$ cat src/delqa_pkg.sv
// DELQA register block shared definitions
// register offsets for both buses, bus request bundle,
// host register field layouts and Ethernet status layouts
package delqa_pkg;

	localparam int DAT_W = 16;	// bus data width
	localparam int MAC_W = 48;	// station address width

	// host register space, word offsets (base + 2*n)
	// offsets 2..5 are also the BDL words on write
	typedef enum logic [2:0] {
		MAC0 = 3'd0,	// mac byte 0 / internal blk
		MAC1 = 3'd1,
		MAC2 = 3'd2,	// rbdl low on write
		MAC3 = 3'd3,	// rbdl high on write
		MAC4 = 3'd4,	// tbdl low on write
		MAC5 = 3'd5,	// tbdl high on write
		VAR  = 3'd6,	// vector address
		CSR  = 3'd7	// control/status
	} host_reg_e;

	// ethernet bank on the internal bus
	typedef enum logic [3:0] {
		MODE   = 4'd0,	// mode + status
		CNT    = 4'd1,	// tx/rx byte count
		MDVAL  = 4'd2,	// mdio data
		MDCTRL = 4'd3,	// mdio control + status
		MAC_W0 = 4'd8,	// station address words
		MAC_W1 = 4'd9,
		MAC_W2 = 4'd10,
		MAC_W3 = 4'd11	// address checksum
	} eth_reg_e;

	// one request bundle, host side only looks at adr[2:0]
	typedef struct packed {
		logic [3:0]       adr;
		logic [DAT_W-1:0] dat;
		logic [1:0]       sel;	// byte lanes
		logic             we;
		logic             cyc;
		logic             stb;
	} bus_req_t;

	// csr storage, constant bits added by the read port
	typedef struct packed {
		logic ri;	// 15 rx interrupt, w1c from host
		logic ca;	// 13 carrier, read only
		logic se;	// 10 sanity timer enable
		logic el;	// 09 external loopback
		logic il;	// 08 internal loopback, active low
		logic xi;	// 07 tx interrupt, w1c from host
		logic ie;	// 06 interrupt enable
		logic rl;	// 05 rx list invalid
		logic xl;	// 04 tx list invalid
		logic bd;	// 03 boot/diag rom load
		logic ni;	// 02 nxm interrupt
		logic re;	// 00 receiver enable
	} csr_t;

	typedef struct packed {
		logic       ms;	// mode select
		logic       rs;	// request self test
		logic       s3;	// self test status
		logic       s2;
		logic       s1;
		logic [7:0] iv;	// interrupt vector
		logic       id;	// identity test bit
	} var_t;

	// buffer descriptor list address, 22 bits word aligned
	typedef struct packed {
		logic [14:0] lo;	// address bits 15:1
		logic [5:0]  hi;	// address bits 21:16
	} bdl_t;

	typedef struct packed {
		logic       ready;	// mdio idle
		logic [1:0] speed;	// 10=1000 01=100 00=10
		logic       fdx;	// full duplex
		logic       rsvd;
		logic       mdix;	// crossover
		logic       rx_ok;	// receiver ready
		logic       link;
	} mdstat_t;

	typedef struct packed {
		logic       carrier;	// bit 7
		logic       rx_busy;	// bit 6
		logic [5:0] err;	// rx/tx error flags
	} eth_sts_t;

endpackage

$ cat src/qna_read_port.sv
// Host register read port
// registered read data for both buses; host side sees MAC bytes
// on the low offsets, internal side sees blk and the BDLs
`timescale 1ns/1ps

module qna_read_port #(
	parameter logic [delqa_pkg::MAC_W-1:0] MAC_ADDR = '0
) (
	input  logic                        lwb_clk_i,
	input  logic                        lwb_rd_i,
	input  logic                        ewb_rd_i,
	input  delqa_pkg::host_reg_e        lwb_adr_i,
	input  delqa_pkg::host_reg_e        ewb_adr_i,
	input  delqa_pkg::csr_t             csr_i,
	input  delqa_pkg::var_t             var_i,
	input  delqa_pkg::bdl_t             rbdl_i,
	input  delqa_pkg::bdl_t             tbdl_i,
	input  logic                        blk_i,
	input  logic                        s4_i,	// option switch, read live
	output logic [delqa_pkg::DAT_W-1:0] lwb_dat_o,
	output logic [delqa_pkg::DAT_W-1:0] ewb_dat_o
);
	import delqa_pkg::*;

	logic [DAT_W-1:0] csr_w, var_w;

	// pe=0, ok=1, bit 11 and sr read zero
	assign csr_w = {csr_i.ri, 1'b0, csr_i.ca, 1'b1, 1'b0, csr_i.se, csr_i.el,
		csr_i.il, csr_i.xi, csr_i.ie, csr_i.rl, csr_i.xl, csr_i.bd,
		csr_i.ni, 1'b0, csr_i.re};
	assign var_w = {var_i.ms, s4_i, var_i.rs, var_i.s3, var_i.s2, var_i.s1,
		var_i.iv, 1'b0, var_i.id};

	always_ff @(posedge lwb_clk_i) begin
		if (ewb_rd_i) begin
			case (ewb_adr_i)
				VAR:     ewb_dat_o <= var_w;
				CSR:     ewb_dat_o <= csr_w;
				default: ewb_dat_o <= {8'hFF, MAC_ADDR[8*ewb_adr_i +: 8]};	// station addr
			endcase
		end
		if (lwb_rd_i) begin
			case (lwb_adr_i)
				MAC0:    lwb_dat_o <= {15'b0, blk_i};
				MAC2:    lwb_dat_o <= {rbdl_i.lo, 1'b0};
				MAC3:    lwb_dat_o <= {10'b0, rbdl_i.hi};
				MAC4:    lwb_dat_o <= {tbdl_i.lo, 1'b0};
				MAC5:    lwb_dat_o <= {10'b0, tbdl_i.hi};
				VAR:     lwb_dat_o <= var_w;
				CSR:     lwb_dat_o <= csr_w;
				default: lwb_dat_o <= '0;	// offset 1 unused
			endcase
		end
	end

endmodule

$ cat config.mk
export PLATFORM = sky130hd
export DESIGN_NAME = qna_read_port
export DESIGN_NICKNAME = d
export VERILOG_FILES = /design/src/delqa_pkg.sv /design/src/qna_read_port.sv
export SDC_FILE = /design/constraint.sdc
export NUM_CORES = 1
export LEC_CHECK = 0
export ABC_AREA = 1
export BUFFER_PORTS_ARGS = -buffer_cell sky130_fd_sc_hd__buf_4
export CAP_MARGIN = 20
export CORE_MARGIN = 4
export CORE_UTILIZATION = 47
export DETAILED_ROUTE_END_ITERATION = 8
export PLACE_DENSITY = 0.95
export SYNTH_ARGS = -nofsm -noshare
export SYNTH_HDL_FRONTEND = slang
export SYNTH_SLANG_ARGS = --single-unit
$ cat constraint.sdc
create_clock -name lwb_clk_i -period 2.38 [get_ports lwb_clk_i]
set_input_delay 0.119 -clock lwb_clk_i [delete_from_list [all_inputs] [get_ports lwb_clk_i]]
set_output_delay 0.119 -clock lwb_clk_i [all_outputs]
set_load 0.01 [all_outputs]
# [Word level (Yosys, flattened, before mapping)]
# Index checks and enable logic that the tools add are counted.
[totals] register_bits=32 out_inout_bits=32 word_cells=14
[classes] eq_ne=8 n_shift=1 mux=2 n_reduce_logical=1
[ops] op="case mux 16 bit (7 select lines)" count=1
[ops] op="variable part select 48 x 7 -> 8 bit, first input constant" count=1
[ops] op="case mux 16 bit (2 select lines)" count=1
[ops] op="== test 3 bit, second input constant" count=6
[ops] op="== test 3 x 2 -> 1 bit, second input constant" count=2
[ops] op="zero test 3 bit" count=1

# [Depth between registers and ports, before layout]
# Gate-level depths: netlist (run 1).
[depth] word_depth=2 mapped_depth=7 mapped_depth_nobuf=5

# [Worst setup path after synthesis (run 1)]
# No wires, ideal clock.
[synth_timing] path_kind="input to register" start="in ewb_adr_i[1]" end="reg ewb_dat_o[12] (netlist bit) (data pin)" setup_ns=0.262 t_arrival_ns=0.731 required_ns=2.118 slack_ns=1.387 path_stages=4 cell_sequence="nand2_1 > nor2_4 > inv_1 > or2_2"
[synth_via] elab_chain_cells=2 word_cells_on_any_way=3 classes_between="eq/ne: 2; mux: 1"
[synth_lines] element="start: declaration" line_no="qna_read_port.sv:13" source="input delqa_pkg::host_reg_e ewb_adr_i,"
[synth_lines] element="== test 3 bit" line_no="qna_read_port.sv:36" source="case (ewb_adr_i)"
[synth_lines] element="case mux 16 bit (2 select lines) (*)" line_no="qna_read_port.sv:36"
[synth_lines] element="end signal: assignment" line_no="qna_read_port.sv:37" source="VAR: ewb_dat_o <= var_w;"
[synth_lines] element="end signal: assignment" line_no="qna_read_port.sv:38" source="CSR: ewb_dat_o <= csr_w;"
[synth_lines] element="end signal: assignment" line_no="qna_read_port.sv:39" source="default: ewb_dat_o <= {8'hFF, MAC_ADDR[8*ewb_adr_i +: 8]};"
[synth_lines] element="end: declaration" line_no="qna_read_port.sv:21" source="output logic [delqa_pkg::DAT_W-1:0] ewb_dat_o"
# Every way passes the cells marked *; elsewhere a longest branch is shown, timed or not.
# A chain may end at the register's enable or synchronous reset.

# [Worst setup path after layout (run 1)]
[layout_timing] start="in ewb_adr_i[1]" end="reg ewb_dat_o[6] (netlist bit) (data pin)"
[layout_via] elab_chain_cells=2 word_cells_on_any_way=4 classes_between="eq/ne: 2; shift: 1; mux: 1"
[layout_lines] element="variable part select 48 x 7 -> 8 bit or == test 3 bit (tied branches)" line_no="qna_read_port.sv:39, qna_read_port.sv:36"
[layout_lines] element="case mux 16 bit (2 select lines) (*)" line_no="qna_read_port.sv:36"
# Marked as above.

==> reports/qor.csv, run 1 <==
metric,value,unit
yosys.area_share.adder,0,
syn_to_final_growth,48.1,%
synth_top_area_frac,0.502,
viasPerCell,5.14,
status,completed,
final_util,0.733,
dp_hpwl,4440,um
grt_pass1_wl,8640,um
ys_types,23,
antenna_cells,0,
drc_errors,0,
synth-compound-area-share,0.0554,
firstDrtPassIters,4,
yosysWarnings,0,
post-route-period-util,0.447,
powerDensity,544,nW/um^2
crit_path_max_fanout,11,
cts_buffer_depth,2,
rows,22,
cp.arrival,1.19,ns
grt_usage,0.221,
cts_inserted_buffers,5,
postSynth.asyncResetShare,0,
fp.dieW,70.8,um
synth_xor_area_frac,0,
synth_area,1850,sq um
required,2.51,ns
overflow,0,
layout.nets,403,
place_congestion,0.836,
route.antenna.remaining_nets,0,
synth_simple_gate_area_share,0.322,
peakVddDrop,245,uV
synth.area.top_cells,"edfxtp_1 (50%), nand2_1 (12%), nand4_1 (6.8%)",
place_ws,1.01,ns
cts_hold_buffers,0,
slew_headroom,0.540,
cts_resized,0,
synth_top_family_by_area,simple AND/OR/NAND/NOR gates,
cpPeakStageDelay,0.56,ns
h-tree-depth,2,
fin_crit,1.06,ns
synth_cells,218,
synth_most_common_cell,nand2_1,
ys_seq_area_frac,0.502,
start_util,0.495,
ys.flop_type,edfxtp_1,
maxSlewViolCount,0,
totalWireLength,5570,um
fin_tns_setup,0,ns
io-pin-count,111,
critPathLaunchType,input pin,
syn_nets,297,
leakage,1.37,nW
worst-setup-path-type,input pin to flop,
hold_path_class,input pin to flop,
syn_avg_cell_area,8.50,sq um
muxShareOfSynthArea,0,
synth_commonest_cells,"nand2_1 (57), edfxtp_1 (31), nor2_1 (29)",
finalHoldViolations,0,
clock.fmax,940,MHz
grt_setup_unrepaired,false,
fin_ws,1.32,ns
crit_chain,buf_4 -> nand2_1 -> nor2_1 -> inv_1 -> o22ai_1,
port_buffers,109,
maxCapViolations,0,
initialDrtViolationCount,196,
drive_gt1_frac,0.391,
grt_start_max_net_pins,25,
wire_per_inst,14.9,um
synth-seq-cells,31,
cp_slowest_cell,nor2_1,
vias,1918,
die_h,70.8,um
numClockSinks,31,
dieArea,5010,sq um
critPathTopFamily,simple AND/OR/NAND/NOR gates,
core-area,3740,sq um
clk_pin_slew,0.06,ns
grt_pass1_vias,1889,
critical_path_buf_inv_count,2,
cts-root-buf,clkbuf_8,
end_kind,flop,
tightest_slew,0.688,ns
synth_edf_count,31,
antenna_found_initial,0,
postCtsSetupBuffers,0,
setup_viol,0,
post-synth-top-area-cell,edfxtp_1,
cts_tree,built,
registers in the layout (all words and copies together), names as in the netlist:
signal	count
ewb_dat_o	15
lwb_dat_o	16
metal layers:
layer / wire length (um) / track usage / share of wire
met3: 540 / 0.0597 / 0.097
met5: 0 / 0 / 0
met2: 2860 / 0.406 / 0.51
met1: 2060 / 0.248 / 0.37
met4: 99 / 0.0668 / 0.018
final timing paths:
check	cells past startpoint	slack, ns	endpoint	start
setup / recovery	5	1.32	ewb_dat_o[6]	ewb_adr_i[1]
hold / removal	2	0.11	ewb_dat_o[12]	var_i[11]
power breakdown:
part	internal (mW)	switching (mW)
clock	0.306	0.196
combinational	0.166	0.154
sequential	0.657	0.0134
cell families after synthesis:
kind of cell | Yosys count
flip-flops | 31
AO/OA/AOI/OAI | 15
other | 1
buffers and inverters | 43
AND/OR/NAND/NOR | 128
final cells by class:
class	count	area [sq um]
multi-input combinational	144	703
timing repair buffer	109	818
fill	283	1000
clock buffer	5	68.8
inverter	33	124
sequential	31	931
clock inverter	3	38.8
tap	48	60.1
stage by stage:
stage / total power [mW] / instance area (sq um) / hold slack [ns] / cells
finish: 1.49 / 2740 / 0.111 / 373
global route: 1.55 / 2740 / 0.109 / 373
CTS: 1.50 / 2740 / 0.104 / 373
detailed placement: 1.00 / 2640 / 0.397 / 365
global placement: 0.993 / 2640 / 0.397 / 365
floorplan: 0.808 / 1850 / 0.231 / 218
cells in the final DEF, fill, tap and decap left out:
master     netlist  final
a21oi_1          1      1
a22oi_1          5      5
buf_4            2    109
bufinv_16        0      1
clkbuf_8         0      5
clkinv_1         0      1
clkinv_2         0      1
conb_1           1      1
edfxtp_1        31     31
inv_1           28     28
inv_2            5      5
nand2_1         57     57
nand3_1         16     16
nand3_2          1      1
nand3_4          2      2
nand4_1         20     20
nor2_1          29     29
nor2_2           1      1
nor2_4           1      1
o211ai_1         1      1
o21a_1           4      4
o21ai_0          2      2
o22ai_1          2      2
or2_2            1      1
Power figures use the tool's default switching activity.
==> run 2: changes to the inputs <==
--- a/config.mk
+++ b/config.mk
@@ -9,9 +9,9 @@
 export BUFFER_PORTS_ARGS = -buffer_cell sky130_fd_sc_hd__buf_4
 export CAP_MARGIN = 20
 export CORE_MARGIN = 4
-export CORE_UTILIZATION = 47
+export CORE_UTILIZATION = 43
 export DETAILED_ROUTE_END_ITERATION = 8
-export PLACE_DENSITY = 0.95
+export PLACE_DENSITY = 0.9
 export SYNTH_ARGS = -nofsm -noshare
 export SYNTH_HDL_FRONTEND = slang
 export SYNTH_SLANG_ARGS = --single-unit
==> constraint.sdc (replaced) <==
create_clock -name lwb_clk_i -period 1.1 [get_ports lwb_clk_i]
set_input_delay 0.055 -clock lwb_clk_i [delete_from_list [all_inputs] [get_ports lwb_clk_i]]
set_output_delay 0.055 -clock lwb_clk_i [all_outputs]
set_load 0.01 [all_outputs]
==> run 2 against run 1 <==
  * Power rose by 100%
  * Critical path type is now flop to primary output
  * Worst hold slack lost 0.055 ns
  * Die area is 8.2% higher
  * Utilization is 5.5 points lower
  * Routed wire length is 4.3% higher
  * Clock-buffer cell count grew 2
  * Via count grew 2.9%
  * Final cell count up 1.9%
  * Sequential power up 120%
==> reports/qor.csv, run 2 (synthesis results as in run 1) <==
metric,value,unit,change
overflow,0,,unchanged
dieArea,5420,sq um,+8.2%
fin_ws,0.218,ns,-1.10 ns
place_ws,-0.0221,ns,-1.03 ns
whs_path_depth,3,,+1
hold_path_class,input pin to flop,,
cpPeakStageDelay,0.39,ns,-0.17 ns
critical_path_buf_inv_count,1,,-1
peakVddDrop,485,uV,+98%
status,completed,,
antenna_found_initial,0,,unchanged
grt_setup_unrepaired,false,,
dp_hpwl,4700,um,+6.0%
finalHoldViolations,0,,unchanged
crit_start,lwb_dat_o[13],,
start_util,0.453,,-0.0415
final_common_cell,buf_4,,
multiInputGateArea,703,sq um,unchanged
cts_tree,built,,
grt_pass1_vias,1962,,+3.9%
drc_errors,0,,unchanged
core-area,4090,sq um,+9.2%
viasPerCell,5.19,,+0.97%
h-tree-depth,2,,unchanged
crit_chain,buf_4,,
largest-register,lwb_dat_o,,
maxSlewViolCount,0,,unchanged
maxCapViolations,0,,unchanged
route.antenna.remaining_nets,0,,unchanged
largest_register_ffs,16,,unchanged
reg.largest.list,"lwb_dat_o: 16 flops, ewb_dat_o: 15 flops",,
setup_viol,0,,unchanged
antenna_cells,0,,unchanged
totalWireLength,5810,um,+4.3%
cts_buffer_depth,2,,unchanged
layout.nets,408,,+1.2%
seqCellArea,931,sq um,unchanged
io-pin-count,111,,unchanged
worstSetupEndpoint,lwb_dat_o[13],,
postCtsSetupBuffers,0,,unchanged
vias,1973,,+2.9%
drive_gt1_frac,0.397,,+0.00620
rows,23,,+4.5%
syn_to_final_growth,49.5,%,
worst-setup-path-type,flop to primary output,,
clock.fmax,1130,MHz,
powerDensity,1090,nW/um^2,+100%
wire_per_inst,15.3,um,+2.4%
n_fill_cell,333,,+18%
cts-root-buf,clkbuf_8,,
critPathLaunchType,flop,,
die_h,73.6,um,+4.0%
cts_resized,0,,unchanged
leakage,1.38,nW,+1.2%
fin_tns_setup,0,ns,unchanged
cp.arrival,0.83,ns,-0.36 ns
fin_crit,0.882,ns,
cp.depth,1,,-4
required,1.04,ns,-1.47 ns
cts_inserted_buffers,5,,unchanged
post-route-period-util,0.801,,
cts_hold_buffers,0,,unchanged
cp_slowest_cell,edfxtp_1,,
port_buffers,109,,unchanged
crit_path_max_fanout,1,,-10
fp.dieW,73.6,um,+4.0%
initialDrtViolationCount,169,,-14%
clk_pin_slew,0.06,ns,about the same
firstDrtPassIters,4,,unchanged
place_congestion,0.865,,+3.4%
end_kind,primary output,,
grt_pass1_wl,8710,um,+0.80%
grt_start_max_net_pins,22,,-12%
numClockSinks,31,,unchanged
critPathTopFamily,flip-flops,,
grt_usage,0.212,,-0.00867
final_cell_mix,"buf_4 (113), nand2_1 (57), edfxtp_1 (31)",,
-- run 2: changes by cell type in the layout (fill, tap and decap cells not counted) --
cell / delta
buf_12: +1
buf_4: +4
bufinv_16: -1
clkbuf_1: +2
clkinv_1: -1
-- run 2: area by class of cell --
class                      count  area share
clock inverter                 1     0.00181
inverter                      33      0.0447
multi-input combinational    144       0.254
tap                           50      0.0226
clock buffer                   7      0.0276
sequential                    31       0.336
timing repair buffer         114       0.313
-- run 2: worst min-delay path by stage --
stage               slack [ns]  startpoint             to
global placement          0.34    csr_i[4]   ewb_dat_o[5]
global route              0.06   rbdl_i[6]   lwb_dat_o[1]
CTS                       0.05  rbdl_i[19]  lwb_dat_o[14]
floorplan                 0.17    ewb_rd_i   ewb_dat_o[0]
finish                    0.06  rbdl_i[19]  lwb_dat_o[14]
detailed placement        0.34    var_i[3]   ewb_dat_o[4]
-- run 2: through the flow --
stage	area, sq um	util	hold slack (ns)	std cells	power, mW
2_1_floorplan	1850	-	0.167	218	1.75
4_1_cts	2770	0.678	0.0499	380	3.04
6_report	2770	0.678	0.0560	380	3.03
3_5_place_dp	2690	0.658	0.340	372	2.19
5_1_grt	2770	0.678	0.0583	380	3.17
3_3_place_gp	2690	0.658	0.335	372	2.17
-- run 2: layer usage --
metal / vias to the layer above / part of all wire / track usage
li1: 951 / - / -
met1: 879 / 0.36 / 0.239
met2: 129 / 0.50 / 0.372
met3: 14 / 0.13 / 0.0698
met4: 0 / 0.018 / 0.0765
met5: - / 0 / 0
-- run 2: power breakdown --
| group | switching [mW] | leakage [nW] | internal, mW |
|---|---|---|---|
| clock network | 0.420 | 0.0422 | 0.444 |
| registers | 0.0281 | 0.301 | 1.42 |
| logic | 0.343 | 1.04 | 0.375 |
| total | 0.791 | 1.38 | 2.24 |
