===== config.mk =====
export PLATFORM = sky130hd
export DESIGN_NAME = eth_ctrl_regs
export DESIGN_NICKNAME = d
export VERILOG_FILES = /design/src/delqa_pkg.sv /design/src/eth_ctrl_regs.sv
export SDC_FILE = /design/constraint.sdc
export NUM_CORES = 1
export LEC_CHECK = 0
export BUFFER_PORTS_ARGS = -buffer_cell sky130_fd_sc_hd__buf_2
export CAP_MARGIN = 30
export CORE_MARGIN = 4
export CORE_UTILIZATION = 44
export DETAILED_ROUTE_END_ITERATION = 8
export GPL_TIMING_DRIVEN = 0
export PLACE_DENSITY = 0.8
export SKIP_LAST_GASP = 1
export SYNTH_ARGS = -nofsm -noshare
export SYNTH_HDL_FRONTEND = slang
export SYNTH_SLANG_ARGS = --single-unit

===== constraint.sdc =====
create_clock -name lwb_clk_i -period 1.6 [get_ports lwb_clk_i]
set_clock_uncertainty 0.2 [all_clocks]
set_input_delay 0.24 -clock lwb_clk_i [delete_from_list [all_inputs] [get_ports lwb_clk_i]]
set_output_delay 0.24 -clock lwb_clk_i [all_outputs]
set_load 0.05 [all_outputs]

===== src/delqa_pkg.sv =====
// DELQA register block shared definitions
// register offsets for both buses, bus request bundle,
// host register field layouts and Ethernet status layouts
package delqa_pkg;

	localparam int DAT_W = 16;	// bus data width
	localparam int MAC_W = 48;	// station address width

	// host register space, word offsets (base + 2*n)
	// offsets 2..5 are also the BDL words on write
	typedef enum logic [2:0] {
		MAC0 = 3'd0,	// mac byte 0 / internal blk
		MAC1 = 3'd1,
		MAC2 = 3'd2,	// rbdl low on write
		MAC3 = 3'd3,	// rbdl high on write
		MAC4 = 3'd4,	// tbdl low on write
		MAC5 = 3'd5,	// tbdl high on write
		VAR  = 3'd6,	// vector address
		CSR  = 3'd7	// control/status
	} host_reg_e;

	// ethernet bank on the internal bus
	typedef enum logic [3:0] {
		MODE   = 4'd0,	// mode + status
		CNT    = 4'd1,	// tx/rx byte count
		MDVAL  = 4'd2,	// mdio data
		MDCTRL = 4'd3,	// mdio control + status
		MAC_W0 = 4'd8,	// station address words
		MAC_W1 = 4'd9,
		MAC_W2 = 4'd10,
		MAC_W3 = 4'd11	// address checksum
	} eth_reg_e;

	// one request bundle, host side only looks at adr[2:0]
	typedef struct packed {
		logic [3:0]       adr;
		logic [DAT_W-1:0] dat;
		logic [1:0]       sel;	// byte lanes
		logic             we;
		logic             cyc;
		logic             stb;
	} bus_req_t;

	// csr storage, constant bits added by the read port
	typedef struct packed {
		logic ri;	// 15 rx interrupt, w1c from host
		logic ca;	// 13 carrier, read only
		logic se;	// 10 sanity timer enable
		logic el;	// 09 external loopback
		logic il;	// 08 internal loopback, active low
		logic xi;	// 07 tx interrupt, w1c from host
		logic ie;	// 06 interrupt enable
		logic rl;	// 05 rx list invalid
		logic xl;	// 04 tx list invalid
		logic bd;	// 03 boot/diag rom load
		logic ni;	// 02 nxm interrupt
		logic re;	// 00 receiver enable
	} csr_t;

	typedef struct packed {
		logic       ms;	// mode select
		logic       rs;	// request self test
		logic       s3;	// self test status
		logic       s2;
		logic       s1;
		logic [7:0] iv;	// interrupt vector
		logic       id;	// identity test bit
	} var_t;

	// buffer descriptor list address, 22 bits word aligned
	typedef struct packed {
		logic [14:0] lo;	// address bits 15:1
		logic [5:0]  hi;	// address bits 21:16
	} bdl_t;

	typedef struct packed {
		logic       ready;	// mdio idle
		logic [1:0] speed;	// 10=1000 01=100 00=10
		logic       fdx;	// full duplex
		logic       rsvd;
		logic       mdix;	// crossover
		logic       rx_ok;	// receiver ready
		logic       link;
	} mdstat_t;

	typedef struct packed {
		logic       carrier;	// bit 7
		logic       rx_busy;	// bit 6
		logic [5:0] err;	// rx/tx error flags
	} eth_sts_t;

endpackage


===== src/eth_ctrl_regs.sv =====
// Ethernet control bank on the internal bus
// mode flags, tx byte count, MDIO data and control, station address
// words; rxdon and the MDIO start bit clear from status
`timescale 1ns/1ps

module eth_ctrl_regs #(
	parameter logic [delqa_pkg::MAC_W-1:0] MAC_ADDR = '0
) (
	input  logic                        lwb_clk_i,
	input  logic                        comb_res,
	input  delqa_pkg::bus_req_t         lwb_req_i,
	input  logic                        eth_stb_i,
	input  logic                        eth_ack_i,
	input  delqa_pkg::csr_t             csr_i,
	input  delqa_pkg::eth_sts_t         e_stse_i,
	input  logic [10:0]                 e_rxcntb_i,
	input  logic [15:0]                 e_mdval_i,
	input  delqa_pkg::mdstat_t          e_mdstat_i,
	output logic [delqa_pkg::DAT_W-1:0] eth_dat_o,
	output logic [7:0]                  e_mode_o,
	output logic [10:0]                 e_txcntb_o,
	output logic [15:0]                 e_mdval_o,
	output logic [6:0]                  e_mdctrl_o
);
	import delqa_pkg::*;

	localparam int MD_START = 5;	// mdctrl: 6 wr/rd, 5 start, 4:0 phy reg
	// additive checksum word over the three address words
	localparam logic [15:0] MAC_SUM = MAC_ADDR[15:0] + MAC_ADDR[31:16] + MAC_ADDR[47:32];

	logic             rxdon, txrdy, skipb, stpac;	// firmware mode flags
	logic             extmode, intextmode, intmode, rxmode;
	logic [10:0]      txcntb;
	logic [15:0]      mdval;
	logic [6:0]       mdctrl;
	logic             estb, wr, rd;
	eth_reg_e         adr;
	logic [DAT_W-1:0] dat;

	assign adr  = eth_reg_e'(lwb_req_i.adr);
	assign dat  = lwb_req_i.dat;
	assign estb = lwb_req_i.cyc & eth_stb_i & ~eth_ack_i;
	assign wr   = estb & lwb_req_i.we;
	assign rd   = estb & ~lwb_req_i.we;

	// loopback/receive mode from csr
	assign intmode    = ~csr_i.il & ~csr_i.el & ~csr_i.re;
	assign intextmode = ~csr_i.il & csr_i.el & ~csr_i.re & ~csr_i.bd;
	assign extmode    = csr_i.il & csr_i.el & ~csr_i.re;
	assign rxmode     = csr_i.re;
	assign e_mode_o   = {rxdon, txrdy, skipb, stpac, extmode, intextmode, intmode, rxmode};

	always_ff @(posedge lwb_clk_i) begin
		if (rd) begin
			case (adr)
				MODE:    eth_dat_o <= {1'b0, e_stse_i.rx_busy, e_stse_i.err, e_mode_o};
				CNT:     eth_dat_o <= {5'b0, e_rxcntb_i};
				MDVAL:   eth_dat_o <= e_mdval_i;
				MDCTRL:  eth_dat_o <= {e_mdstat_i, 1'b0, mdctrl};
				MAC_W0:  eth_dat_o <= MAC_ADDR[15:0];
				MAC_W1:  eth_dat_o <= MAC_ADDR[31:16];
				MAC_W2:  eth_dat_o <= MAC_ADDR[47:32];
				MAC_W3:  eth_dat_o <= MAC_SUM;
				default: eth_dat_o <= '0;
			endcase
		end
	end

	// *******************************************************************
	// writes, flags self clear when idle
	always_ff @(posedge lwb_clk_i or posedge comb_res) begin
		if (comb_res) begin
			{rxdon, txrdy, skipb, stpac} <= 4'b0;
			txcntb <= '0;
			mdval  <= '0;
			mdctrl <= '0;
		end else if (wr) begin
			if (lwb_req_i.sel[0]) begin
				case (adr)
					MODE:   {rxdon, txrdy, skipb, stpac} <= dat[7:4];
					CNT:    txcntb[7:0] <= dat[7:0];
					MDVAL:  mdval[7:0]  <= dat[7:0];
					MDCTRL: mdctrl      <= dat[6:0];
					default: ;
				endcase
			end
			if (lwb_req_i.sel[1]) begin
				case (adr)
					CNT:    txcntb[10:8] <= dat[10:8];
					MDVAL:  mdval[15:8]  <= dat[15:8];
					default: ;
				endcase
			end
		end else begin
			if (!e_stse_i.rx_busy)
				rxdon <= 1'b0;	// receiver done with buffer
			if (!e_mdstat_i.ready)
				mdctrl[MD_START] <= 1'b0;	// mdio took the command
		end
	end

	assign e_txcntb_o = txcntb;
	assign e_mdval_o  = mdval;
	assign e_mdctrl_o = mdctrl;

endmodule


After elaboration in Yosys (flattened, before gate mapping)
Index checks and enable logic that the tools add are counted.
{ "word_totals": {"reg_bits": 54, "input_bits": 84, "out_inout_bits": 58, "elab_cells": 54} }
{ "classes": {"eq_ne": 8, "muxes": 9, "bitwise_logic": 17, "reduce_logical": 9} }
{ "op_table": {"columns": ["operator", "n"], "rows": [
  ["one-hot mux 16 bit (4 select lines)", 1],
  ["AND reduction 3 bit", 8],
  ["2-to-1 mux 6 bit", 2],
  ["bitwise AND 1 bit", 11],
  ["equality test 4 x 2 -> 1 bit, second input constant", 2],
  ["inequality test 2 x 1 -> 1 bit, second input constant", 4],
  ["2-to-1 mux 1 bit", 6],
  ["NOT 1 bit", 6],
  ["equality test 4 x 1 -> 1 bit, second input constant", 1],
  ["zero test 4 bit", 1],
  ["inequality test 2 bit, second input constant", 1]
]} }

Depth between registers and ports, before layout
Gate-level depths: netlist of run 1.
{ "logic_depth": {"ltp_word": 5, "ltp_mapped": 4, "depth_no_buf": 3} }

Worst setup path before layout of run 1
No wires, ideal clock.
{ "synth_timing": {"path_kind": "input to register", "from": "input lwb_req_i[1] (netlist name)", "to": "register eth_dat_o[0] (netlist name) (enable)", "setup_time_ns": 0.431, "arrival_ns": 1.896, "t_required_ns": 0.969, "setup_slack_ns": -0.927, "cell_stages": 1, "path_buffers": 0, "cell_sequence": "nor4bb_1"} }
{ "synth_between": {"elab_chain_len": 3} }
{ "synth_lines": {"columns": ["element", "line", "text"], "rows": [
  ["start, declared", "eth_ctrl_regs.sv:11", "input delqa_pkg::bus_req_t lwb_req_i,"],
  ["bitwise AND 1 bit (2 in a row)", "eth_ctrl_regs.sv:42", "assign estb = lwb_req_i.cyc & eth_stb_i & ~eth_ack_i;"],
  ["bitwise AND 1 bit", "eth_ctrl_regs.sv:44", "assign rd = estb & ~lwb_req_i.we;"],
  ["end signal, assigned", "eth_ctrl_regs.sv:56", "MODE: eth_dat_o <= {1'b0, e_stse_i.rx_busy, e_stse_i.err, e_mode_o};"],
  ["end signal, assigned", "eth_ctrl_regs.sv:57", "CNT: eth_dat_o <= {5'b0, e_rxcntb_i};"],
  ["end signal, assigned", "eth_ctrl_regs.sv:58", "MDVAL: eth_dat_o <= e_mdval_i;"],
  ["end, declared", "eth_ctrl_regs.sv:19", "output logic [delqa_pkg::DAT_W-1:0] eth_dat_o,"]
]} }
No other way between the ends.
A chain may end at the register's enable or synchronous reset.

Final worst setup path of run 1
{ "layout_timing": {"from": "input csr_i[0] (netlist name)", "to": "output e_mode_o[2]"} }
{ "layout_between": {"elab_chain_len": 3} }
{ "layout_lines": {"columns": ["element", "line", "text"], "rows": [
  ["start, declared", "eth_ctrl_regs.sv:14", "input delqa_pkg::csr_t csr_i,"],
  ["NOT 1 bit", "eth_ctrl_regs.sv:48", "assign intextmode = ~csr_i.il & csr_i.el & ~csr_i.re & ~csr_i.bd;"],
  ["bitwise AND 1 bit (2 in a row)", "eth_ctrl_regs.sv:48", null],
  ["end, declared", "eth_ctrl_regs.sv:20", "output logic [7:0] e_mode_o,"]
]} }
No other way between the ends.

==> results.toml, run 1 <==
[run_status]
outcome = "finished, final reports clean"

[synthesis]
ys_ff_latch = 54
yosys.area.top_type = "dfrtp_1"
syn_area_per_cell_um2 = 14.12
yosys-top-cells-area = "dfrtp_1 (38%), edfxtp_1 (19%), mux2_2 (16%)"
ys_seq_area_share_pct = 56.94
synth_nets = 262
synth.yosys.warnings = 0
synth.distinct_cells = 28
synth_top_area_share_pct = 37.83
syn-instance-count = 178
syn_area_mm2 = 0.002514

[detailed_routing]
drt_drc_violations_left = 0
vias = 2032
wirelength_um = 6658
routedWlPerCell_um = 16.48
drtAntennaViolNets = 0
drt-pass1-iter-count = 4
drt_iter0_markers = 73
via_per_inst = 5.030

[critical_path]
crit_fanout = 5
endpoint_kind = "primary output"
path_class = "input port to primary output"
slowest_delay_ns = 0.36
required_ns = 1.16
critPathLaunchType = "input port"
cp.arrival_ns = 1.11
crit_chain = "buf_2 -> nor4b_2 -> buf_4 -> clkbuf_4"
crit_path_top_delay_cell = "nor4b_2"

[die]
ioPinCount = 142
dieArea_mm2 = 0.006986
dieHeight_um = 83.59
fp-row-count = 27
start_util_pct = 45.37
core_area_mm2 = 0.005540
die_width_um = 83.59

[global_routing]
antenna_found_initial = 0
track_usage_pct = 19.48
grt.overflow.total = 0
grt_pass1_wl_um = 11050
grt_pass1_vias = 2271
grt_start_max_net_pins = 24

[placed_design]
port_buffers = 130
dpl_worst_slack_ns = -0.1631
gp_congestion = 0.7814
place_inst = 382
hpwl_um = 5076

[clock_network]
root_buffer = "clkbuf_8"
cts_sinks = 54
cts_setup_buffers = 0
htreeDepth = 2
cts_tree = "yes"
clk_pin_slew_ns = 0.09
numCtsBuffers = 5
clk_latency_ns = 0.30
clock_path_buffers = 2

[sta]
hold_violations = 0
max_freq_mhz = 646.7
relSlewSlack_pct = 54.89
finalCritPeriodShare_pct = 96.64
post-route-min-period_ns = 1.546
timing.hold.ws_ns = 0.01267
setup_viol = 0
finalSetupTns_ns = 0
maxSlewViolCount = 0
rsz0062_at_grt = "no"
max_slew.worst_pin.slew_ns = 0.6759
setup_slack_ns = 0.05377

[final_layout]
drive_gt1_share_pct = 59.64
final_cell_mix = "buf_2 (134), dfrtp_1 (38), mux2_2 (36)"
stdcell_count = 404
num-fill-cells = 450
final_core_util_pct = 64.05
area_growth_pct = 41.16
layout_commonest_cell = "buf_2"
diodes = 0
layout.nets = 415

[flow_run]
drv_cap = 0

[min_path]
min_path_type = "input port to flip-flop"

[power]
power_density_mw_per_mm2 = 814.6
p_leak_nw = 1.870
max-vdd-ir-drop_mv = 0.4750
report_power, final:
| part | switching [W] | internal [W] | leakage (nW) |
|---|---|---|---|
| Sequential | 0.0000260 | 0.00148 | 0.647 |
| Combinational | 0.000390 | 0.000227 | 1.17 |
| Clock | 0.000421 | 0.000350 | 0.0482 |
| Total | 0.000837 | 0.00205 | 1.87 |
final timing paths:
| kind | from | end | slack (ns) | cells after the start |
|---|---|---|---|---|
| setup reg to reg | rxdon$_DFFE_PP0P_ | eth_dat_o[7]$_DFFE_PP_ | 0.39 | 2 |
| min in group asynchronous | comb_res | e_mdval_o[8]$_DFFE_PP0P_ | 0.37 | 3 |
| max in group asynchronous | comb_res | stpac$_DFFE_PP0P_ | 0.28 | 4 |
| hold reg to reg | e_mdval_o[14]$_DFFE_PP0P_ | e_mdval_o[14]$_DFFE_PP0P_ | 0.31 | 1 |
| hold / removal | lwb_req_i[8] | e_mdval_o[3]$_DFFE_PP0P_ | 0.01 | 2 |
| setup / recovery | csr_i[0] | e_mode_o[2] | 0.05 | 4 |
metrics by stage:
stage	area [um2]	total power, W
detailed placement	3308	0.002121
CTS	3546	0.002921
finish	3548	0.002890
floorplan	2529	0.001904
global placement	3269	0.002098
global route	3548	0.003014
critical path, delay by kind of cell:
family / cells / cell delay (ns)
AND/OR/NAND/NOR: 1 / 0.36
buffers and inverters: 3 / 0.50
state kept, by name, summed over array words and instances (netlist names):
| name | cells |
|---|---|
| e_mdctrl_o | 7 |
| e_mdval_o | 16 |
| e_txcntb_o | 11 |
| eth_dat_o | 16 |
| rxdon | 1 |
| skipb | 1 |
| stpac | 1 |
| txrdy | 1 |
cells in the mapped netlist (all sizes together):
| master | count |
|---|---|
| a21oi | 5 |
| a221oi | 5 |
| and3b | 1 |
| and4b | 1 |
| buf | 13 |
| clkbuf | 2 |
| dfrtp | 38 |
| edfxtp | 16 |
| inv | 3 |
| mux2 | 36 |
| mux2i | 22 |
| nand2 | 8 |
| nand3 | 5 |
| nand4 | 1 |
| nand4b | 1 |
| nor2 | 1 |
| nor3 | 2 |
| nor3b | 1 |
| nor4b | 3 |
| nor4bb | 1 |
| o21ai | 2 |
| o22ai | 10 |
| or3 | 1 |
per-layer routing:
layer | track usage (%) | vias up | share of wire, %
met2 | 34.63 | 84 | 53
met4 | 7.456 | 0 | 2.7
li1 | - | 970 | -
met5 | 0 | - | 0
met1 | 22.95 | 963 | 38
met3 | 4.047 | 15 | 6.6
logic make-up after synthesis:
kind of cell	synth area share (%)
multiplexers	24.89
AND/OR/NAND/NOR	8.412
flip-flops	56.94
AO/OA/AOI/OAI	5.624
buffers and inverters	4.131
what timing repair did:
action	in CTS	in global routing
endpoints found under the hold margin	33	0
endpoints found under the setup margin	1	1
gates resized for setup	1	1
hold buffers	14	0
final cells by class:
cell class | count | area [um2] | share of cell area [%]
plain buffers | 15 | 92.59 | 2.609
clock buffers | 7 | 86.33 | 2.433
clock inverters | 1 | 5.005 | 0.1410
inverters | 3 | 11.26 | 0.3173
multi-input cells | 106 | 999.7 | 28.17
flip-flops and latches | 54 | 1431 | 40.34
well taps | 72 | 90.09 | 2.539
repair buffers | 146 | 832.0 | 23.45
(Power assumes the default switching activity.)
==> run 2: changes to the inputs <==
- RECOVER_POWER: default -> 50
==> results.toml, run 2 (synthesis gave the netlist of run 1 again) <==
[sta]
post-route-min-period_ns = 1.547
finalCritPeriodShare_pct = 96.66
maxSlewViolCount = 0
relSlewSlack_pct = 54.93
max_slew.worst_pin.slew_ns = 0.6753
max_freq_mhz = 646.6
rsz0062_at_grt = "no"
hold_violations = 0
setup_viol = 0

[detailed_routing]
wirelength_um = 6663
routedWlPerCell_um = 16.49
via_per_inst = 5.040
vias = 2036
drt_iter0_markers = 67
drtAntennaViolNets = 0
drt_drc_violations_left = 0
drt-pass1-iter-count = 4

[critical_path]
path_class = "input port to primary output"
r2r_cells = 2
cp.arrival_ns = 1.11
r2r-end = "eth_dat_o[7]$_DFFE_PP_"
r2r_slack_ns = 0.39
endpoint_kind = "primary output"
required_ns = 1.16
crit_fanout = 5
worstReg2RegStart = "rxdon$_DFFE_PP0P_"
critPathLaunchType = "input port"

[die]
start_util_pct = 45.37
die_width_um = 83.59
dieHeight_um = 83.59
core_area_mm2 = 0.005540
dieArea_mm2 = 0.006986
fp-row-count = 27
ioPinCount = 142

[clock_network]
root_buffer = "clkbuf_8"
clk_pin_slew_ns = 0.09
cts_sinks = 54
cts_tree = "yes"
htreeDepth = 2
numCtsBuffers = 5
clock_path_buffers = 2
cts_setup_buffers = 0
clk_latency_ns = 0.30

[min_path]
min_path_type = "input port to flip-flop"
min_from = "lwb_req_i[8]"
whs_endpoint = "e_mdval_o[3]$_DFFE_PP0P_"
hold_depth = 2

[placed_design]
hpwl_um = 5076
gp_congestion = 0.7814
port_buffers = 130
dpl_cell_area_mm2 = 0.003308

[final_layout]
area_growth_pct = 40.77
layout_commonest_cell = "buf_2"
drive_gt1_share_pct = 58.73
design_area_mm2 = 0.003538
final_core_util_pct = 63.87
layout.nets = 415
diodes = 0
final_cell_mix = "buf_2 (95), dfrtp_1 (38), clkbuf_2 (37)"

[run_status]
outcome = "finished, final reports clean"

[global_routing]
grt.overflow.total = 0
grt_pass1_vias = 2271
grt_pass1_wl_um = 11050
antenna_found_initial = 0
grt_start_max_net_pins = 24
track_usage_pct = 19.48

[power]
power_density_mw_per_mm2 = 816.4
p_leak_nw = 1.860
max-vdd-ir-drop_mv = 0.4754

[flow_run]
drv_cap = 0
[run 2: changes by cell type in the layout (fill, tap and decap cells not counted)]
cell,change
buf_2,-39
clkbuf_2,+37
clkbuf_1,+3
buf_6,-1
[run 2: final cells by class]
| class | count | area (um2) |
|---|---|---|
| buffer | 15 | 91.34 |
| clock buffer | 7 | 86.33 |
| clock inverter | 1 | 5.005 |
| fill | 453 | 2002 |
| inverter | 3 | 11.26 |
| multi-input combinational | 106 | 999.7 |
| sequential | 54 | 1431 |
| tap | 72 | 90.09 |
| timing repair buffer | 146 | 823.3 |
[run 2: routing by layer]
layer | global-route usage (%) | routed length (um) | part of all wire [%]
met5 | 0 | 0 | 0
met4 | 7.456 | 182 | 2.7
met3 | 4.047 | 413 | 6.2
met2 | 34.63 | 3536 | 53
met1 | 22.95 | 2530 | 38
[run 2: per-stage QoR]
step                      setup WS, ns  power (W)  hold WS [ns]  std cells  TNS [ns]
final                          0.05349   0.002889       0.01294        404         0
after global placement         -0.2881   0.002098        0.2716        380    -16.27
after floorplan                0.04347   0.001904        0.1672        178         0
after global routing           0.02244   0.003013      0.004850        404         0
after detailed placement       -0.1631   0.002121        0.1672        382    -5.730
after CTS                      0.08192   0.002921      0.002271        404         0
[run 2: worst max-delay path: stages]
cell and delay (ns):
buf_2 0.13, nor4b_2 0.36, buf_4 0.16, clkbuf_4 0.21
[run 2: worst max-delay path by stage]
stage	startpoint	endpoint	slack [ns]	depth (start not counted)
after floorplan	lwb_req_i[21]	e_mdval_o[0]$_DFFE_PP0P_	0.04	4
after global placement	lwb_req_i[2]	eth_dat_o[3]$_DFFE_PP_	-0.29	2
after detailed placement	lwb_req_i[21]	e_txcntb_o[3]$_DFFE_PP0P_	-0.16	4
after CTS	csr_i[0]	e_mode_o[2]	0.08	4
after global routing	csr_i[0]	e_mode_o[2]	0.02	4
final	csr_i[0]	e_mode_o[2]	0.05	4
[run 2: what timing repair did]
action	4_1_cts	5_1_grt
hold buffers	14	0
gates resized for setup	1	1
hold endpoints to repair	33	0
setup endpoints to repair	1	1
[run 2: where the power goes]
group          switching, W  total, W  internal, W
clock network      0.000421  0.000771     0.000350
registers         0.0000272   0.00150      0.00148
logic              0.000390  0.000613     0.000223
