## config.mk

```make
export PLATFORM = sky130hd
export DESIGN_NAME = bus_arbiter
export DESIGN_NICKNAME = d
export VERILOG_FILES = /design/src/delqa_pkg.sv /design/src/bus_arbiter.sv
export SDC_FILE = /design/constraint.sdc
export NUM_CORES = 1
export LEC_CHECK = 0
export ABC_CLOCK_PERIOD_IN_PS = 1500
export BUFFER_PORTS_ARGS = -buffer_cell sky130_fd_sc_hd__buf_4
export CAP_MARGIN = 10
export CORE_MARGIN = 2
export CORE_UTILIZATION = 29
export DETAILED_ROUTE_END_ITERATION = 12
export PLACE_DENSITY = 0.9
export SETUP_SLACK_MARGIN = 0.4
export SLEW_MARGIN = 20
export SYNTH_ARGS = -nofsm -noshare
export SYNTH_HDL_FRONTEND = slang
export SYNTH_SLANG_ARGS = --single-unit
```

## constraint.sdc

```tcl
create_clock -name lwb_clk_i -period 1.5 [get_ports lwb_clk_i]
set_input_delay 0.15 -clock lwb_clk_i [delete_from_list [all_inputs] [get_ports lwb_clk_i]]
set_output_delay 0.15 -clock lwb_clk_i [all_outputs]
set_load 0.05 [all_outputs]
```

## src/delqa_pkg.sv

```systemverilog
// DELQA register block shared definitions
// register offsets for both buses, bus request bundle,
// host register field layouts and Ethernet status layouts
package delqa_pkg;

	localparam int DAT_W = 16;	// bus data width
	localparam int MAC_W = 48;	// station address width

	// host register space, word offsets (base + 2*n)
	// offsets 2..5 are also the BDL words on write
	typedef enum logic [2:0] {
		MAC0 = 3'd0,	// mac byte 0 / internal blk
		MAC1 = 3'd1,
		MAC2 = 3'd2,	// rbdl low on write
		MAC3 = 3'd3,	// rbdl high on write
		MAC4 = 3'd4,	// tbdl low on write
		MAC5 = 3'd5,	// tbdl high on write
		VAR  = 3'd6,	// vector address
		CSR  = 3'd7	// control/status
	} host_reg_e;

	// ethernet bank on the internal bus
	typedef enum logic [3:0] {
		MODE   = 4'd0,	// mode + status
		CNT    = 4'd1,	// tx/rx byte count
		MDVAL  = 4'd2,	// mdio data
		MDCTRL = 4'd3,	// mdio control + status
		MAC_W0 = 4'd8,	// station address words
		MAC_W1 = 4'd9,
		MAC_W2 = 4'd10,
		MAC_W3 = 4'd11	// address checksum
	} eth_reg_e;

	// one request bundle, host side only looks at adr[2:0]
	typedef struct packed {
		logic [3:0]       adr;
		logic [DAT_W-1:0] dat;
		logic [1:0]       sel;	// byte lanes
		logic             we;
		logic             cyc;
		logic             stb;
	} bus_req_t;

	// csr storage, constant bits added by the read port
	typedef struct packed {
		logic ri;	// 15 rx interrupt, w1c from host
		logic ca;	// 13 carrier, read only
		logic se;	// 10 sanity timer enable
		logic el;	// 09 external loopback
		logic il;	// 08 internal loopback, active low
		logic xi;	// 07 tx interrupt, w1c from host
		logic ie;	// 06 interrupt enable
		logic rl;	// 05 rx list invalid
		logic xl;	// 04 tx list invalid
		logic bd;	// 03 boot/diag rom load
		logic ni;	// 02 nxm interrupt
		logic re;	// 00 receiver enable
	} csr_t;

	typedef struct packed {
		logic       ms;	// mode select
		logic       rs;	// request self test
		logic       s3;	// self test status
		logic       s2;
		logic       s1;
		logic [7:0] iv;	// interrupt vector
		logic       id;	// identity test bit
	} var_t;

	// buffer descriptor list address, 22 bits word aligned
	typedef struct packed {
		logic [14:0] lo;	// address bits 15:1
		logic [5:0]  hi;	// address bits 21:16
	} bdl_t;

	typedef struct packed {
		logic       ready;	// mdio idle
		logic [1:0] speed;	// 10=1000 01=100 00=10
		logic       fdx;	// full duplex
		logic       rsvd;
		logic       mdix;	// crossover
		logic       rx_ok;	// receiver ready
		logic       link;
	} mdstat_t;

	typedef struct packed {
		logic       carrier;	// bit 7
		logic       rx_busy;	// bit 6
		logic [5:0] err;	// rx/tx error flags
	} eth_sts_t;

endpackage

```

## src/bus_arbiter.sv

```systemverilog
// Host register arbiter
// one bus at a time owns the host registers, host bus wins a tie;
// delayed acknowledges for the host registers and the ethernet bank
`timescale 1ns/1ps

module bus_arbiter (
	input  logic                lwb_clk_i,
	input  logic                comb_res,
	input  delqa_pkg::bus_req_t lwb_req_i,
	input  delqa_pkg::bus_req_t ewb_req_i,
	input  logic                eth_stb_i,
	output logic                lwb_ack_o,
	output logic                ewb_ack_o,
	output logic                eth_ack_o,	// ethernet bank ack alone
	output logic                lwb_wr_o,
	output logic                lwb_rd_o,
	output logic                ewb_wr_o,
	output logic                ewb_rd_o
);
	import delqa_pkg::*;

	logic       gnt_l, gnt_e;	// grants
	logic [1:0] lack, eack;	// ack delay per bus
	logic [2:0] etack;	// ethernet bank ack delay
	logic       lrg_ack;
	logic       lcyc, ecyc;

	assign lcyc = lwb_req_i.cyc & lwb_req_i.stb;
	assign ecyc = ewb_req_i.cyc & ewb_req_i.stb;

	// *******************************************************************
	// grants and ack shift registers
	always_ff @(posedge lwb_clk_i or posedge comb_res) begin
		if (comb_res) begin
			gnt_l <= 1'b0;
			gnt_e <= 1'b0;
			lack  <= '0;
			eack  <= '0;
			etack <= '0;
		end else begin
			if (!gnt_l && !gnt_e) begin
				gnt_e <= ecyc;	// host bus first
				gnt_l <= lcyc & ~ecyc;
			end else begin
				if (gnt_l && !lcyc)
					gnt_l <= 1'b0;	// released on end of cycle
				if (gnt_e && !ecyc)
					gnt_e <= 1'b0;
			end
			lack  <= gnt_l ? {lwb_req_i.cyc & lack[0], lcyc} : 2'b00;
			eack  <= gnt_e ? {ewb_req_i.cyc & eack[0], ecyc} : 2'b00;
			etack <= {lwb_req_i.cyc & etack[1], lwb_req_i.cyc & etack[0],
				lwb_req_i.cyc & eth_stb_i};
		end
	end

	assign lrg_ack   = lcyc & lack[1];
	assign ewb_ack_o = ecyc & eack[1];
	assign eth_ack_o = lwb_req_i.cyc & eth_stb_i & etack[2];
	assign lwb_ack_o = lrg_ack | eth_ack_o;

	// access strobes, granted and not yet acked
	assign lwb_wr_o = lcyc & gnt_l & ~lrg_ack & lwb_req_i.we;
	assign lwb_rd_o = lcyc & gnt_l & ~lrg_ack & ~lwb_req_i.we;
	assign ewb_wr_o = ecyc & gnt_e & ~ewb_ack_o & ewb_req_i.we;
	assign ewb_rd_o = ecyc & gnt_e & ~ewb_ack_o & ~ewb_req_i.we;

	a_one_grant: assert property (@(posedge lwb_clk_i) disable iff (comb_res)
		!(gnt_l && gnt_e))
		else $error("both buses granted");

endmodule

```

* Word-level counts from Yosys, hierarchy flattened
Index checks and enable logic that the tools add are counted.
** Word-level totals
- Output and inout port bits :: 7
- Flip-flop bits (word level) :: 9
- Word-level logic and storage cells :: 45
** Cells by class
- Reduce and logical (&&, ||, !) cells :: 9
- Multiplexer cells :: 6
- Bitwise logic cells :: 25
** Operator list (count)
- $and A1 B1 Y1 :: 19
- $not A1 Y1 :: 5
- $logic_not A1 Y1 :: 4
- $mux W1 :: 4
- $mux W2 :: 2
- $reduce_bool A2 Y1 :: 2
- $logic_and A1 B1 Y1 :: 3
- $or A1 B1 Y1 :: 1

* Depth between registers and ports, before layout
Gate-level depths: netlist of run 1.
- Word-level depth :: 5
- Mapped depth :: 2
- Mapped depth without buffers :: 2

* Worst setup path before layout of run 1
Ideal clock, no wire load.
- Path type :: register -> output
- From :: reg gnt_e
- To :: out ewb_rd_o
- Path buffers :: 0
- Arrival :: 1.542 ns
- Setup slack :: -0.192 ns
- Stages on the path, launching flop included :: 3
- Path through :: dfrtp_1 -> nand3_1 -> nor3_1
** On the way
- Cells in the longest elaborated chain, start to end :: 3
** Ends and longest elaborated chain
- from (decl) :: RTL line bus_arbiter.sv:22 : logic gnt_l, gnt_e;
- from (signal assigned) :: RTL line bus_arbiter.sv:42 : gnt_e <= ecyc;
- $and A1 B1 Y1 (3 in a row) :: RTL line bus_arbiter.sv:66 : assign ewb_rd_o = ecyc & gnt_e & ~ewb_ack_o & ~ewb_req_i.we;
- to (decl) :: RTL line bus_arbiter.sv:18 : output logic ewb_rd_o
No other way between the ends.

* Worst setup path after layout of run 1
- From :: reg gnt_e
- To :: out ewb_wr_o
** On the way
- Cells in the longest elaborated chain, start to end :: 3
** Ends and longest elaborated chain
- $and A1 B1 Y1 (3 in a row) :: RTL line bus_arbiter.sv:65 : assign ewb_wr_o = ecyc & gnt_e & ~ewb_ack_o & ewb_req_i.we;
- to (decl) :: RTL line bus_arbiter.sv:17 : output logic ewb_wr_o,
No other way between the ends.

==> results.json, run 1 <==
{
  "fin_skew_ps": 2.10,
  "period_minus_slack_ps": 1290,
  "end_kind": "primary output",
  "fp.dieH_um": 40.1,
  "yosys.area.top_type": "dfrtp_1",
  "layout-drive-gt1-share": 0.673,
  "core_area_sq_mm": 0.00125,
  "slew_violations": 0,
  "setup-violations-final": 0,
  "clkTransAtPathRegs_ps": 60,
  "nets": 109,
  "yosys.area.top_type_share": 0.596,
  "synth_cell_type_count": 14,
  "ir_worst_vdd_mv": 0.380,
  "syn2layout_area_growth_pct": 80.1,
  "drt_iter0_drc": 2,
  "critical_path.startpoint": "gnt_e",
  "synth_fp_nets": 85,
  "grt_pass1_vias": 314,
  "ys_warn_count": 0,
  "syn_avg_cell_area_sq_um": 11.8,
  "synth_area_sq_um": 378,
  "pwr_density_cell_mw_per_mm2": 751,
  "preCtsSetupSlack_ps": 407,
  "clock_latency_ps": 250,
  "track_usage": 0.131,
  "p_leak_nw": 0.329,
  "hold_class": "in2reg",
  "grt-ovfl-total": 0,
  "antenna_found_initial": 0,
  "synthSimpleGateAreaFrac": 0.291,
  "ys_seq_area_frac": 0.596,
  "synthAdderAreaFrac": 0,
  "wl_per_cell_um": 11.7,
  "clkSinkCount": 9,
  "whs_ps": 160,
  "syn_inst": 32,
  "synth_xor_xnor_area_share": 0,
  "outcome": "finished, final reports clean",
  "fin_crit_sh": 0.857,
  "fillers": 106,
  "yosys-top-cells-area": "dfrtp_1 60%, nor3b_2 6.6%, and2_2 6.0%",
  "htree_levels": 1,
  "gp_routability_congestion": 0.698,
  "finalPower_mw": 0.511,
  "die_area_sq_mm": 0.00161,
  "std_cell_rows": 13,
  "start_kind": "flip-flop",
  "rsz0062_at_grt": "true",
  "wl_um": 822,
  "max_freq_ghz": 0.778,
  "post-route-util": 0.543,
  "layoutNonFillerInstCount": 70,
  "synth_compound_area_frac": 0.0728,
  "worstMarginPinSlew_ps": 337,
  "cts-root-buf": "clkbuf_4",
  "cts_tree": "built",
  "final_antenna_net_count": 0,
  "start_util": 0.302,
  "slew_headroom": 0.775,
  "port_buffers": 15,
  "vias": 318,
  "grt_max_degree": 10,
  "timing.final.ws_setup_ps": 214,
  "cts_buffer_depth": 2,
  "numCtsBuffers": 3,
  "final_area_sq_um": 681,
  "muxShareOfSynthArea": 0,
  "cap_violations": 0,
  "finalHoldViolCount": 0,
  "dpl_cell_area_sq_um": 557,
  "synth_seq_cells": 9,
  "viasPerCell": 4.54,
  "dr.pass1.iters": 4,
  "crit_type": "reg2out",
  "drcViolationCount": 0,
  "required_ps": 1350,
  "place_inst": 62,
  "critPathArrivalTime_ps": 1140,
  "reg2reg_from": "gnt_e",
  "synth_top_family_by_area": "simple AND/OR/NAND/NOR gates",
  "critPathMaxFanout": 3,
  "grt_first_pass_wirelength_um": 1300,
  "fp.dieW_um": 40.1,
  "r2r_slack_ps": 600,
  "diodes": 0,
  "tns_ps": 0,
  "min_from": "ewb_req_i[0]",
  "num_io_pins": 60
}
kinds of logic after synthesis:
kind of cell,Yosys count
buffers and inverters,4
AO/OA/AOI/OAI,4
AND/OR/NAND/NOR,15
flip-flops,9
report_power, final:
part	switching, mW	total [mW]	internal [mW]
clock network	0.0794	0.182	0.102
registers	0.00460	0.255	0.250
logic	0.0379	0.0746	0.0367
total	0.122	0.511	0.389
per-layer routing:
metal  GRT usage  vias to the layer above  part of all wire
met5           0                        -                 0
met3      0.0333                        0             0.046
met2       0.222                        8              0.53
li1            -                      159                 -
met1       0.135                      151              0.42
met4       0.103                        0                 0
synthesized netlist by cell type:
| master | number |
|---|---|
| inv_1 | 4 |
| nand3_2 | 1 |
| nor3b_2 | 2 |
| a22oi_1 | 1 |
| nor3_1 | 2 |
| dfrtp_1 | 9 |
| nor2b_1 | 1 |
| o211a_1 | 1 |
| a21oi_1 | 2 |
| and3_2 | 2 |
| and2_2 | 3 |
| nand2_1 | 1 |
| nand3_1 | 1 |
| and3_1 | 2 |
timing repair:
action | in CTS | in global routing
buffers inserted | 2 | 1
endpoints found under the hold margin | 9 | 0
resized for setup | 16 | 0
setup endpoints to repair | 7 | 7
hold buffers | 1 | 0
pin swaps | 5 | 2
cells in the final DEF (no fill, tap or decap):
cell type	n
and3_2	1
dfrtp_2	2
o211a_1	1
dfrtp_1	7
and3_1	1
nor3b_4	2
nand2_1	1
nand3_4	2
inv_1	4
dlygate4sd3_1	1
nor3_4	2
buf_4	11
a22oi_2	1
buf_6	5
clkbuf_4	3
buf_8	2
and3_4	2
clkbuf_1	1
nor2b_4	1
and2_2	3
a21oi_1	2
flip-flops by register name, indices dropped and copies added (netlist names):
| signal | cells |
|---|---|
| eack | 2 |
| gnt_e | 1 |
| gnt_l | 1 |
| lack | 2 |
| etack | 3 |
path summary, 6_finish.rpt:
kind,to,cells after the start
worst max register to register,gnt_l,3
worst max-delay path,ewb_wr_o,3
min in group asynchronous,etack[1],3
worst min register to register,etack[2],1
worst min-delay path,gnt_e,3
max in group asynchronous,eack[1],3
final cells by class:
type,instances,area (sq um),area share
Sequential cell,9,228,0.335
Multi-Input combinational cell,19,214,0.314
Timing Repair Buffer,19,179,0.263
Clock buffer,4,26.3,0.0386
Tap cell,15,18.8,0.0276
Inverter,4,15.0,0.0221
critical path, stage by stage, from the launching register on:
cell     delay (ps)
dfrtp_1         390
nand3_4         120
nor3b_4         200
buf_6           180
(Power assumes the default switching activity.)
==> run 2, diff against run 1 <==
- BUFFER_PORTS_ARGS: -buffer_cell sky130_fd_sc_hd__buf_4 -> -buffer_cell sky130_fd_sc_hd__buf_2
- REMOVE_ABC_BUFFERS: unset -> 1
==> results.json, run 2 (synthesis results as in run 1) <==
{
  "start_util": 0.302,
  "slew_violations": 0,
  "grt_max_degree": 10,
  "reg2reg_depth": 3,
  "wl_um": 913,
  "timing.final.ws_setup_ps": 221,
  "crit_type": "reg2out",
  "rsz0062_at_grt": "true",
  "cap_violations": 0,
  "min_path_cells": 3,
  "grt_pass1_vias": 305,
  "critPathArrivalTime_ps": 1130,
  "drt_iter0_drc": 3,
  "period_minus_slack_ps": 1280,
  "start_kind": "flip-flop",
  "finalHoldViolCount": 0,
  "critPathSlowestCell": "dfrtp_1",
  "clock_latency_ps": 260,
  "final_common_cell": "dfrtp_1",
  "cts_tree": "built",
  "setup-violations-final": 0,
  "largest_reg_flops": 3,
  "min_from": "ewb_req_i[0]",
  "wl_per_cell_um": 12.9,
  "clkTransAtPathRegs_ps": 60,
  "r2r_slack_ps": 630,
  "final_antenna_net_count": 0,
  "outcome": "finished, final reports clean",
  "vias": 321,
  "place_inst": 62,
  "finalPower_mw": 0.501,
  "track_usage": 0.137,
  "hold_class": "in2reg",
  "cp_top_family": "flip-flops",
  "preCtsSetupSlack_ps": 330,
  "final_area_sq_um": 612,
  "grt_first_pass_wirelength_um": 1310,
  "clkSinkCount": 9,
  "grt-ovfl-total": 0,
  "layoutNonFillerInstCount": 71,
  "fin_skew_ps": 2.57,
  "viasPerCell": 4.52,
  "cts-root-buf": "clkbuf_4",
  "end_kind": "primary output",
  "critical_path.startpoint": "gnt_e",
  "num_io_pins": 60,
  "worstMarginPinSlew_ps": 352,
  "fillers": 114,
  "max_freq_ghz": 0.782,
  "antenna_found_initial": 0,
  "fp.dieH_um": 40.1,
  "gp_routability_congestion": 0.634,
  "die_area_sq_mm": 0.00161,
  "tns_ps": 0,
  "reg2reg_from": "gnt_e",
  "dr.pass1.iters": 4,
  "p_leak_nw": 0.327,
  "post-route-util": 0.489,
  "cts_buffer_depth": 2,
  "fp.dieW_um": 40.1,
  "fin_crit_sh": 0.853,
  "reg.largest.list": "etack x3, eack x2, lack x2",
  "regMostFlops": "etack",
  "std_cell_rows": 13,
  "syn2layout_area_growth_pct": 61.9,
  "critPathBufInv": 1,
  "drcViolationCount": 0,
  "htree_levels": 1,
  "whs_ps": 152,
  "layout-drive-gt1-share": 0.625,
  "pwr_density_cell_mw_per_mm2": 819,
  "final_cell_mix": "9 x dfrtp_1, 8 x buf_2, 5 x buf_4",
  "cp_cell_sequence": "nand3_2 -> nor3b_2 -> buf_6",
  "diodes": 0,
  "slowest_delay_ps": 370,
  "nets": 110,
  "required_ps": 1350,
  "port_buffers": 15,
  "cp.depth": 3,
  "dp_hpwl_um": 584,
  "ir_worst_vdd_mv": 0.400,
  "critPathMaxFanout": 3,
  "numCtsBuffers": 3,
  "slew_headroom": 0.765,
  "dpl_cell_area_sq_um": 472,
  "core_area_sq_mm": 0.00125
}
==> run 2: cell count changes in the layout (fill, tap and decap cells not counted), sizes merged <==
cell	delta
buf	+1
==> run 2: final cells by class <==
class	count	area, sq um	area share
Tap cell	15	18.8	0.0307
Clock buffer	4	26.3	0.0429
Multi-Input combinational cell	19	164	0.268
Inverter	4	15.0	0.0245
Timing Repair Buffer	20	163	0.266
Sequential cell	9	225	0.368
==> run 2: worst min-delay path: stages <==
cell	delay, ps
buf_2	130
nand2_1	60
a21oi_1	40
==> run 2: where the power goes <==
| group | internal (mW) | switching (mW) | total [mW] |
|---|---|---|---|
| Sequential | 0.250 | 0.00368 | 0.254 |
| Combinational | 0.0277 | 0.0345 | 0.0622 |
| Clock | 0.102 | 0.0825 | 0.185 |
==> run 2: per-layer routing <==
layer / GRT usage / vias to the layer above / share of wire
met5: 0 / - / 0
met4: 0.129 / 0 / 0.0088
met3: 0.0667 / 2 / 0.020
met2: 0.190 / 8 / 0.56
met1: 0.151 / 153 / 0.41
li1: - / 158 / -
==> run 2: worst paths after layout <==
| kind | end |
|---|---|
| worst max register to register | gnt_l |
| min in group asynchronous | eack[1] |
| worst min-delay path | gnt_e |
| worst max-delay path | ewb_wr_o |
| worst min register to register | etack[2] |
| max in group asynchronous | gnt_l |
==> run 2: repair_timing <==
| action | in CTS | in global routing |
|---|---|---|
| pin swaps | 7 | 1 |
| endpoints found under the hold margin | 9 | 0 |
| setup buffers | 4 | 0 |
| hold buffers | 1 | 0 |
| gates resized for setup | 17 | 4 |
| setup endpoints to repair | 7 | 7 |
==> run 3, diff against run 2 <==
- CTS_CLUSTER_SIZE: unset -> 25
- PLACE_DENSITY: 0.9 -> 0.83
==> results.json, run 3 (synthesis results as in run 1) <==
{
  "outcome": "finished, final reports clean",
  "grt_pass1_vias": 310,
  "slew_violations": 0,
  "grt_max_degree": 10,
  "critPathArrivalTime_ps": 1120,
  "r2r_slack_ps": 530,
  "fin_crit_sh": 0.849,
  "drt_iter0_drc": 5,
  "finalHoldViolCount": 0,
  "fillers": 123,
  "p_leak_nw": 0.326,
  "final_cell_mix": "9 x dfrtp_1, 8 x buf_2, 5 x buf_4",
  "num_io_pins": 60,
  "post-route-util": 0.483,
  "clkTransAtPathRegs_ps": 60,
  "grt_first_pass_wirelength_um": 1300,
  "critPathMaxFanout": 3,
  "cap_violations": 0,
  "seqCellArea_sq_um": 225,
  "syn2layout_area_growth_pct": 59.9,
  "clkSinkCount": 9,
  "die_area_sq_mm": 0.00161,
  "track_usage": 0.131,
  "fp.dieH_um": 40.1,
  "wl_um": 895,
  "antenna_found_initial": 0,
  "top_layer": "met4",
  "nets": 110,
  "regMostFlops": "etack",
  "multi_input_area_sq_um": 156,
  "diodes": 0,
  "hold_class": "in2reg",
  "numCtsBuffers": 3,
  "fin_skew_ps": 1.18,
  "r2r-end": "gnt_l",
  "port_buffers": 15,
  "dpl_cell_area_sq_um": 472,
  "viasPerCell": 4.55,
  "reg.largest.list": "etack x3, eack x2, lack x2",
  "tns_ps": 0,
  "wl_met3_um": 41,
  "start_util": 0.302,
  "clock_latency_ps": 250,
  "cts_buffer_depth": 2,
  "ir_worst_vdd_mv": 0.423,
  "end_kind": "primary output",
  "reg2reg_depth": 3,
  "final_area_sq_um": 604,
  "htree_levels": 1,
  "fp.dieW_um": 40.1,
  "wl_met2_um": 498,
  "std_cell_rows": 13,
  "final_antenna_net_count": 0,
  "grt-ovfl-total": 0,
  "rsz0062_at_grt": "true",
  "crit_type": "reg2out",
  "period_minus_slack_ps": 1270,
  "hold_path_end": "gnt_e",
  "largest_reg_flops": 3,
  "required_ps": 1350,
  "cts_tree": "built",
  "pwr_density_cell_mw_per_mm2": 822,
  "gp_routability_congestion": 0.652,
  "final_common_cell": "dfrtp_1",
  "setup-violations-final": 0,
  "reg2reg_from": "gnt_l",
  "worstMarginPinSlew_ps": 334,
  "whs_ps": 164,
  "slew_headroom": 0.777,
  "start_kind": "flip-flop",
  "max_freq_ghz": 0.786,
  "drcViolationCount": 0,
  "dr.pass1.iters": 2,
  "wl_per_cell_um": 12.6,
  "wl_met1_um": 337,
  "cts-root-buf": "clkbuf_4",
  "min_path_cells": 3,
  "layout-drive-gt1-share": 0.589,
  "dp_hpwl_um": 537,
  "vias": 323,
  "min_from": "ewb_req_i[0]",
  "core_area_sq_mm": 0.00125
}
run 3: cell count changes in the layout (fill, tap and decap cells not counted):
cell	previous run	this run
a22oi_1	0	1
a22oi_2	1	0
nor2b_1	0	1
nor2b_2	1	0
run 3: what timing repair did:
action	CTS	global route
buffers inserted	3	1
hold buffers	1	0
setup endpoints to repair	7	7
hold endpoints to repair	9	0
pin swaps	7	1
gates resized for setup	19	0
run 3: where the power goes:
part           internal (mW)  total, mW  switching, mW
combinational         0.0284     0.0627         0.0343
clock                  0.102      0.180         0.0777
sequential             0.250      0.254        0.00363
run 3: worst max path at each step:
stage,start,to,slack (ps),cells past startpoint
after global placement,gnt_e,ewb_wr_o,410,3
after detailed placement,gnt_e,ewb_wr_o,350,3
after floorplan,gnt_e,ewb_rd_o,-190,2
after CTS,gnt_e,ewb_wr_o,240,3
final,gnt_l,lwb_wr_o,230,3
after global routing,gnt_l,lwb_wr_o,180,3
run 3: per-layer routing:
| metal | global-route usage | vias to the layer above |
|---|---|---|
| met5 | 0 | - |
| met4 | 0.103 | 0 |
| met3 | 0.0333 | 2 |
| met2 | 0.230 | 9 |
| met1 | 0.129 | 155 |
| li1 | - | 157 |
run 3: stage by stage:
step | power, mW | setup WS [ps] | instances
floorplan | 0.282 | -192 | 32
global placement | 0.302 | 408 | 62
detailed placement | 0.304 | 350 | 62
CTS | 0.499 | 241 | 70
global route | 0.525 | 180 | 71
finish | 0.497 | 227 | 71
run 3: critical path, cell delays in order (launching register included):
cell and delay (ps):
dfrtp_1 350, nand3_2 120, nor3b_2 220, buf_6 180
run 3: layout make-up:
class / count / area share
tap: 15 / 0.0311
multi-input combinational: 19 / 0.259
timing repair buffer: 20 / 0.269
sequential: 9 / 0.373
clock buffer: 4 / 0.0435
inverter: 4 / 0.0248
